===== src/common/chiplet_config.svh =====
`ifndef CHIPLET_CONFIG_SVH
`define CHIPLET_CONFIG_SVH

// ====================
// Endpoint sizing
// ====================

// Message slots, one trigger bit each.
`define CHIP_NUM_MSGS 4

// Words held by the message FIFO.
`define CHIP_FIFO_DEPTH 16

// ====================
// Field widths
// ====================

// Packet length in words, header included.
`define CHIP_PKT_LEN_W 8

`define CHIP_NODE_ID_W 4 // Sender id.

`endif


===== src/common/chiplet_pkg.sv =====
`include "chiplet_config.svh"

package chiplet_pkg;

    // ====================
    // Plain vectors
    // ====================

    typedef logic [31:0] word_t;
    typedef logic [`CHIP_PKT_LEN_W-1:0] pkt_len_t;
    typedef logic [1:0] pkt_id_t; // Message slot.
    typedef logic [`CHIP_NODE_ID_W-1:0] node_id_t;

    // ====================
    // Packet format
    // ====================

    typedef enum logic [3:0] {
        FMT_LONG_READ  = 4'd0,
        FMT_LONG_WRITE = 4'd1,
        FMT_SHORT      = 4'd2,
        FMT_SWITCH_CFG = 4'd3
    } format_e;

    typedef struct packed {
        format_e      format;   // Bits 31:28.
        pkt_len_t     length;   // All words, header included.
        logic [19:0]  reserved;
    } long_hdr_t;

    typedef struct packed {
        logic     vc;
        pkt_id_t  id;
        node_id_t req; // Sending node.
    } flit_meta_t;

    typedef struct packed {
        flit_meta_t metadata;
        word_t      payload;
    } flit_t;

    // Transmit controller states.
    typedef enum logic [1:0] {
        IDLE,
        START_SEND_PKT,
        SEND_PKT,
        CRC
    } tx_state_e;

endpackage


===== src/logic/msg_fifo.sv =====
`timescale 1ns/1ps
`include "chiplet_config.svh"

module msg_fifo #(
    parameter int DEPTH = `CHIP_FIFO_DEPTH
) (
    input  logic               clk,
    input  logic               n_rst,
    input  logic               wr_req,
    input  chiplet_pkg::word_t wr_data,
    input  logic               pop,
    output logic               wr_ack,
    output chiplet_pkg::word_t head_word,
    output logic               not_empty
);
    import chiplet_pkg::*;

    localparam int PTR_W = (DEPTH > 1) ? $clog2(DEPTH) : 1;
    localparam int CNT_W = $clog2(DEPTH + 1);

    typedef logic [PTR_W-1:0] ptr_t;
    typedef logic [CNT_W-1:0] cnt_t;

    localparam ptr_t LAST_PTR = ptr_t'(DEPTH - 1);
    localparam cnt_t FULL_CNT = cnt_t'(DEPTH);

    word_t mem [DEPTH];
    ptr_t  rd_ptr, wr_ptr;
    cnt_t  count;
    logic  full, push;

    assign full      = (count == FULL_CNT);
    assign not_empty = (count != '0);
    assign head_word = mem[rd_ptr]; // Show-ahead.

    // New request seen, previous handshake finished.
    assign push = wr_req && !wr_ack && !full;

    always_ff @(posedge clk, negedge n_rst) begin
        if (!n_rst) begin
            wr_ack <= 1'b0;
        end else if (push) begin
            wr_ack <= 1'b1;
        end else if (wr_ack && !wr_req) begin
            wr_ack <= 1'b0; // Phase 4.
        end
    end

    always_ff @(posedge clk) begin
        if (push) begin
            mem[wr_ptr] <= wr_data;
        end
    end

    always_ff @(posedge clk, negedge n_rst) begin
        if (!n_rst) begin
            rd_ptr <= '0;
            wr_ptr <= '0;
            count  <= '0;
        end else begin
            if (push) begin
                wr_ptr <= (wr_ptr == LAST_PTR) ? '0 : wr_ptr + 1'b1;
            end
            if (pop) begin
                rd_ptr <= (rd_ptr == LAST_PTR) ? '0 : rd_ptr + 1'b1;
            end
            case ({push, pop})
                2'b10:   count <= count + 1'b1;
                2'b01:   count <= count - 1'b1;
                default: count <= count;
            endcase
        end
    end

    a_no_pop_empty: assert property (@(posedge clk) disable iff (!n_rst)
        pop |-> not_empty);

    a_ack_needs_req: assert property (@(posedge clk) disable iff (!n_rst)
        $rose(wr_ack) |-> $past(wr_req));

endmodule


===== src/logic/crc32_gen.sv =====
`timescale 1ns/1ps

module crc32_gen (
    input  logic               clk,
    input  logic               n_rst,
    input  logic               clear,
    input  logic               update,
    input  chiplet_pkg::word_t data,
    output chiplet_pkg::word_t crc
);
    import chiplet_pkg::*;

    localparam word_t POLY = 32'h04C1_1DB7;

    // One word, MSB first, no reflection.
    function automatic word_t crc_fold(input word_t crc_in, input word_t d);
        word_t c;
        logic  fb;
        c = crc_in;
        for (int i = 31; i >= 0; i--) begin
            fb = c[31] ^ d[i];
            c  = {c[30:0], 1'b0};
            if (fb) begin
                c = c ^ POLY;
            end
        end
        return c;
    endfunction

    always_ff @(posedge clk, negedge n_rst) begin
        if (!n_rst) begin
            crc <= '1;
        end else if (clear) begin
            crc <= '1; // Preset wins over update.
        end else if (update) begin
            crc <= crc_fold(crc, data);
        end
    end

endmodule


===== src/tx_fsm/tx_fsm.sv =====
`timescale 1ns/1ps
`include "chiplet_config.svh"

module tx_fsm #(
    parameter int NUM_MSGS = `CHIP_NUM_MSGS
) (
    input  logic                  clk,
    input  logic                  n_rst,
    input  logic [NUM_MSGS-1:0]   trigger,
    input  chiplet_pkg::node_id_t node_id,
    input  chiplet_pkg::word_t    head_word,
    input  logic                  not_empty,
    input  logic                  flit_ready,
    output logic                  pop,
    output chiplet_pkg::flit_t    flit,
    output logic                  flit_valid,
    output logic                  busy
);
    import chiplet_pkg::*;

    tx_state_e state, next_state;
    pkt_id_t   pkt_id, next_pkt_id;
    format_e   pkt_fmt, next_pkt_fmt;
    pkt_len_t  pkt_len, next_pkt_len;
    pkt_len_t  word_cnt, next_word_cnt;
    long_hdr_t hdr;
    logic      last_word;
    logic      crc_clear, crc_update;
    word_t     crc_val;

    crc32_gen u_crc (
        .clk    (clk),
        .n_rst  (n_rst),
        .clear  (crc_clear),
        .update (crc_update),
        .data   (head_word),
        .crc    (crc_val)
    );

    assign hdr       = long_hdr_t'(head_word);
    assign last_word = (word_cnt == pkt_len - 1'b1);
    assign busy      = (state != IDLE);

    // ====================
    // State registers
    // ====================

    always_ff @(posedge clk, negedge n_rst) begin
        if (!n_rst) begin
            state    <= IDLE;
            pkt_id   <= '0;
            pkt_fmt  <= FMT_LONG_READ;
            pkt_len  <= '0;
            word_cnt <= '0;
        end else begin
            state    <= next_state;
            pkt_id   <= next_pkt_id;
            pkt_fmt  <= next_pkt_fmt;
            pkt_len  <= next_pkt_len;
            word_cnt <= next_word_cnt;
        end
    end

    // ====================
    // Next state and flits
    // ====================

    always_comb begin
        next_state    = state;
        next_pkt_id   = pkt_id;
        next_pkt_fmt  = pkt_fmt;
        next_pkt_len  = pkt_len;
        next_word_cnt = word_cnt;
        pop           = 1'b0;
        flit_valid    = 1'b0;
        crc_clear     = 1'b0;
        crc_update    = 1'b0;

        flit.metadata.vc  = 1'b0;
        flit.metadata.id  = pkt_id;
        flit.metadata.req = node_id;
        flit.payload      = head_word;

        case (state)
            IDLE: begin
                crc_clear     = 1'b1;
                next_word_cnt = '0;
                if (|trigger) begin
                    next_state = START_SEND_PKT;
                    for (int i = 0; i < NUM_MSGS; i++) begin
                        if (trigger[i]) begin
                            next_pkt_id = pkt_id_t'(i); // Highest set bit wins.
                        end
                    end
                end
            end
            START_SEND_PKT: begin
                if (not_empty) begin
                    next_pkt_fmt = hdr.format;
                    next_pkt_len = hdr.length;
                    next_state   = SEND_PKT;
                end
            end
            SEND_PKT: begin
                flit_valid = not_empty;
                if (not_empty && flit_ready) begin
                    pop           = 1'b1;
                    crc_update    = 1'b1;
                    next_word_cnt = word_cnt + 1'b1;
                    if (last_word) begin
                        next_state = (pkt_fmt == FMT_SWITCH_CFG) ? IDLE : CRC;
                    end
                end
            end
            CRC: begin
                flit_valid   = 1'b1;
                flit.payload = crc_val; // Includes the last word.
                if (flit_ready) begin
                    next_state = IDLE;
                end
            end
            default: next_state = IDLE;
        endcase
    end

    a_pop_not_empty: assert property (@(posedge clk) disable iff (!n_rst)
        pop |-> not_empty);

    a_idle_no_flit: assert property (@(posedge clk) disable iff (!n_rst)
        (state == IDLE) |-> !flit_valid);

    a_len_nonzero: assert property (@(posedge clk) disable iff (!n_rst)
        (state == SEND_PKT) |-> (pkt_len != '0));

endmodule


===== src/logic/flit_out.sv =====
`timescale 1ns/1ps

module flit_out (
    input  logic               clk,
    input  logic               n_rst,
    input  chiplet_pkg::flit_t flit,
    input  logic               flit_valid,
    input  logic               out_ack,
    output logic               flit_ready,
    output logic               out_req,
    output chiplet_pkg::flit_t out_flit
);

    typedef enum logic [1:0] {
        OUT_EMPTY,
        OUT_REQ,
        OUT_WAIT_LOW
    } out_state_e;

    out_state_e state;

    assign flit_ready = (state == OUT_EMPTY);
    assign out_req    = (state == OUT_REQ);

    // ====================
    // Four-phase sequencer
    // ====================

    always_ff @(posedge clk, negedge n_rst) begin
        if (!n_rst) begin
            state <= OUT_EMPTY;
        end else begin
            case (state)
                OUT_EMPTY: begin
                    if (flit_valid) begin
                        state <= OUT_REQ;
                    end
                end
                OUT_REQ: begin
                    if (out_ack) begin
                        state <= OUT_WAIT_LOW; // Drop req.
                    end
                end
                OUT_WAIT_LOW: begin
                    if (!out_ack) begin
                        state <= OUT_EMPTY;
                    end
                end
                default: state <= OUT_EMPTY;
            endcase
        end
    end

    // Held until the next capture.
    always_ff @(posedge clk) begin
        if (flit_valid && flit_ready) begin
            out_flit <= flit;
        end
    end

    a_flit_stable: assert property (@(posedge clk) disable iff (!n_rst)
        (out_req && $past(out_req)) |-> $stable(out_flit));

endmodule


===== src/logic/chiplet_tx_top.sv =====
`timescale 1ns/1ps
`include "chiplet_config.svh"

module chiplet_tx_top (
    input  logic                     clk,
    input  logic                     n_rst,
    input  logic                     wr_req,
    input  chiplet_pkg::word_t       wr_data,
    input  logic [`CHIP_NUM_MSGS-1:0] trigger,
    input  chiplet_pkg::node_id_t    node_id,
    input  logic                     out_ack,
    output logic                     wr_ack,
    output logic                     out_req,
    output chiplet_pkg::flit_t       out_flit,
    output logic                     busy
);
    import chiplet_pkg::*;

    word_t head_word;
    logic  not_empty, pop;
    flit_t tx_flit;
    logic  flit_valid, flit_ready;

    msg_fifo #(
        .DEPTH (`CHIP_FIFO_DEPTH)
    ) u_fifo (
        .clk       (clk),
        .n_rst     (n_rst),
        .wr_req    (wr_req),
        .wr_data   (wr_data),
        .pop       (pop),
        .wr_ack    (wr_ack),
        .head_word (head_word),
        .not_empty (not_empty)
    );

    tx_fsm #(
        .NUM_MSGS (`CHIP_NUM_MSGS)
    ) u_tx_fsm (
        .clk        (clk),
        .n_rst      (n_rst),
        .trigger    (trigger),
        .node_id    (node_id),
        .head_word  (head_word),
        .not_empty  (not_empty),
        .flit_ready (flit_ready),
        .pop        (pop),
        .flit       (tx_flit),
        .flit_valid (flit_valid),
        .busy       (busy)      // Falls at packet end.
    );

    flit_out u_flit_out (
        .clk        (clk),
        .n_rst      (n_rst),
        .flit       (tx_flit),
        .flit_valid (flit_valid),
        .out_ack    (out_ack),
        .flit_ready (flit_ready),
        .out_req    (out_req),
        .out_flit   (out_flit)
    );

endmodule


===== config.mk =====
export PLATFORM = sky130hd
export DESIGN_NAME = chiplet_tx_top
export DESIGN_NICKNAME = d
export VERILOG_FILES = /design/src/common/chiplet_pkg.sv /design/src/logic/msg_fifo.sv /design/src/logic/crc32_gen.sv /design/src/tx_fsm/tx_fsm.sv /design/src/logic/flit_out.sv /design/src/logic/chiplet_tx_top.sv
export VERILOG_INCLUDE_DIRS = /design/src /design/src/common
export SDC_FILE = /design/constraint.sdc
export NUM_CORES = 1
export LEC_CHECK = 0
export ABC_AREA = 1
export BUFFER_PORTS_ARGS = -buffer_cell sky130_fd_sc_hd__buf_2
export CORE_ASPECT_RATIO = 0.9
export CORE_UTILIZATION = 38
export DETAILED_ROUTE_END_ITERATION = 8
export GPL_TIMING_DRIVEN = 0
export HOLD_SLACK_MARGIN = 0.15
export PLACE_DENSITY = 0.59
export SYNTH_ARGS = -nofsm -noshare
export SYNTH_HDL_FRONTEND = slang
export SYNTH_SLANG_ARGS = --single-unit

===== constraint.sdc =====
create_clock -name clk -period 3.3 [get_ports clk]
set_input_delay 0.495 -clock clk [delete_from_list [all_inputs] [get_ports clk]]
set_output_delay 0.495 -clock clk [all_outputs]
set_load 0.01 [all_outputs]

==> key figures <==
Setup path
  – CP Launch Type: register
  – Critical R2R Launch: u_fifo.rd_ptr[0]
  – Critical path class: register to register
  – R2R cell count: 30
  – Worst-path maximum fanout: 10
  – Crit-path max cell delay: 0.38 ns
  – Reg2reg setup slack: -0.82 ns
  – Reg2reg end: u_tx_fsm.u_crc.crc[16]
  – Slowest-stage cell, CP: dfrtp_1
  – CP endpoint kind: register
  – Worst EP required: 3.80 ns
  – CP arrival: 4.63 ns
  – Most used cell, CP: buf_12

Floorplan
  – Die height: 272 um
  – Die Span X: 302 um
  – Die ar.: 0.0821 mm^2
  – Core area: 0.0798 mm^2
  – Starting Density: 38.5%
  – I/O pin count: 86
  – # rows: 98

Routing
  – Residual DRC: 10
  – Detail Route Antenna Nets: 0
  – DR iter-0 viols: 2,275
  – 1st-pass router iterations: 9
  – WL final: 99,100 um
  – Via/cell ratio: 5.29
  – Vias post-DR: 24,600
  – WL/cell: 21.3 um

Clock network
  – Clock sink count: 622
  – CTS Buf Count: 68
  – H-tree level count: 3
  – CTS tree: yes
  – Reg clk slew, reported paths: 0.06 ns
  – CTS root buffer: clkbuf_16
  – CTS Buffer Depth: 3
  – Clk_lat worst skew: 0.64 ns

Outcome
  – Status: finished, violations left
  – Failing checks: design-rule violations, negative setup slack

Final layout
  – Commonest non-fill, non-tap cell in the layout: nand2_1
  – Most frequent cells in the layout: 744 x nand2_1, 550 x edfxtp_1, 250 x inv_1, 238 x nor2_1, 211 x nand3_1
  – Final #Nets: 3,605
  – Antenna cell count: 0
  – Share of cells above drive strength 1: 30.2%
  – P&R area growth vs syn: 30.0%
  – FILL cells: 7,068

Worst hold path
  – Hold Path Depth: 3
  – HP Class: input pin to register
  – Hold_sp: trigger[2]
  – WHS Endpoint: u_tx_fsm.pkt_id[1]

Synthesis
  – Unique cell type count in the Yosys netlist: 51
  – Ys async rst share: 11.6%
  – Syn_area_per_cell: 9.57 um^2
  – Post-synth top area share: 53.7%
  – Post-synthesis sequential area ratio: 59.7%
  – Yosys top cell by area: edfxtp_1
  – Commonest register cell after synthesis: edfxtp_1
  – Post-synth net total: 3,270
  – Mapped Cells: 3,214
  – Synthesized area: 0.0307 mm^2
  – Seq cells post-synth: 622
  – Area contributors post-synth: edfxtp_1 54%, nand2_1 12%, nand3_1 4.9%
  – Warnings, synthesis: 0
  – Post-synth EDFFs: 550

Global routing
  – Largest net degree at the start of global routing: 40
  – Vias in the first global route: 22,800
  – Total gr overflow: 0
  – Antenna violations before repair: 4
  – First-pass GRT wire length: 143,000 um
  – Overall routing resource usage: 23.5%

Placed design
  – Post-DP HPWL: 65,100 um
  – GPL Wtd Cong: 0.963
  – Port Buffers: 84

Timing
  – Final hold slack: 0.184 ns
  – Max Clk Rate: 243 MHz
  – Crit share post-route: 125%
  – Relative slew slack: 35.5%
  – Final Max Slew Viols: 0
  – Final Hold Viols: 0
  – Final setup viols: 32
  – Clock Skew: 0.0478 ns
  – Worst slew pin tran: 0.966 ns
  – Post-route setup slack: -0.820 ns
  – Final Critical Period: 4.12 ns
  – RSZ-0062 raised after global routing: true

Job
  – Max-Cap Viols: 0
-- critical path: cells and delay by family (launching register included) --
kind / cells / cell delay [ns]
xor+xnor: 1 / 0.19
buf+inv: 10 / 1.22
compound gates: 4 / 0.59
simple gates: 15 / 1.55
flops: 1 / 0.38
-- kinds of logic (layout without fill, tap and decap cells) --
group	Yosys count	in the layout	synth area share (%)
AND/OR/NAND/NOR	1678	1679	23.3
flip-flops	622	622	59.7
buffers and inverters	428	812	6.49
AO/OA/AOI/OAI	375	375	7.22
XOR/XNOR	98	98	2.79
adder cells (fa/ha/maj)	12	12	0.513
other	1	1	0.0122
-- routing by layer --
layer | share of wire (%) | vias up | track usage, %
met3 | 8.0 | 252 | 4.88
met5 | 0.031 | - | 0
met2 | 45 | 951 | 35.8
li1 | - | 11500 | -
met4 | 4.1 | 6 | 9.37
met1 | 43 | 11900 | 32.8
-- how the worst max path moves through the flow --
stage / start / endpoint / slack [ns] / depth (start not counted)
floorplan: u_fifo.rd_ptr[0] / u_tx_fsm.u_crc.crc[19] / -0.007 / 21
global placement: wr_req / u_fifo.mem[10][11] / -2.19 / 5
CTS: u_fifo.rd_ptr[0] / u_tx_fsm.u_crc.crc[22] / -0.70 / 26
global route: u_fifo.rd_ptr[0] / u_tx_fsm.u_crc.crc[23] / -1.0 / 37
finish: u_fifo.rd_ptr[0] / u_tx_fsm.u_crc.crc[16] / -0.82 / 30
detailed placement: u_fifo.rd_ptr[3] / u_tx_fsm.u_crc.crc[26] / -1.95 / 24
-- sequential cells by signal, indices dropped and copies added, names as in the netlist, 2 cells and up --
register,count
u_fifo.rd_ptr,4
u_tx_fsm.pkt_len,8
u_fifo.wr_ptr,4
u_fifo.mem,512
u_flit_out.state,2
u_fifo.count,5
u_tx_fsm.word_cnt,8
u_tx_fsm.u_crc.crc,32
u_tx_fsm.pkt_id,2
u_flit_out.out_flit,38
u_tx_fsm.pkt_fmt,4
u_tx_fsm.state,2
-- metrics by stage --
step | std cells | worst slack, ns | utilization (%) | TNS [ns] | cell area, um^2
floorplan | 3214 | -0.00749 | - | -0.00749 | 30800
detailed placement | 4370 | -1.95 | 41.5 | -64.71 | 33100
global placement | 4348 | -2.19 | 40.7 | -1039.80 | 32500
finish | 4649 | -0.820 | 50.1 | -23.39 | 40000
global route | 4649 | -0.995 | 50.1 | -28.30 | 40000
CTS | 4585 | -0.704 | 47.4 | -21.38 | 37800
-- what timing repair did --
item                                   in CTS  in global routing
setup endpoints to repair                  55                 42
gates resized for setup                   441                388
endpoints found under the hold margin      17                  0
pin swaps                                 110                116
setup buffers                              87                 56
gates cloned                                1                  8
hold buffers                                7                  0
-- cells in the mapped netlist, drive strengths merged (9+ instances only) --
cell and number:
dfstp 32, inv 305, a31oi 23, a21oi 14, ha 11, nand2 1059
edfxtp 550, a22o 10, xor2 72, o21ai 229, dfrtp 40, o22ai 47
nand3 318, xnor2 26, nor2 277, or2 9, o211ai 9, clkbuf 28
buf 92, o221ai 31
-- area by class of cell --
cell class / instances / area, um^2 / area share, %
Multi-Input combinational cell: 2165 / 13200 / 32.9
Clock buffer: 88 / 1810 / 4.52
Buffer: 120 / 1300 / 3.26
Timing Repair Buffer: 264 / 2390 / 5.97
Tap cell: 1050 / 1310 / 3.29
Sequential cell: 622 / 18400 / 45.9
Clock inverter: 32 / 399 / 0.998
Inverter: 308 / 1230 / 3.09
Power is left out: the tool's default activity adds up to more than one toggle a clock period on the data nets, which glitch-free logic cannot reach.
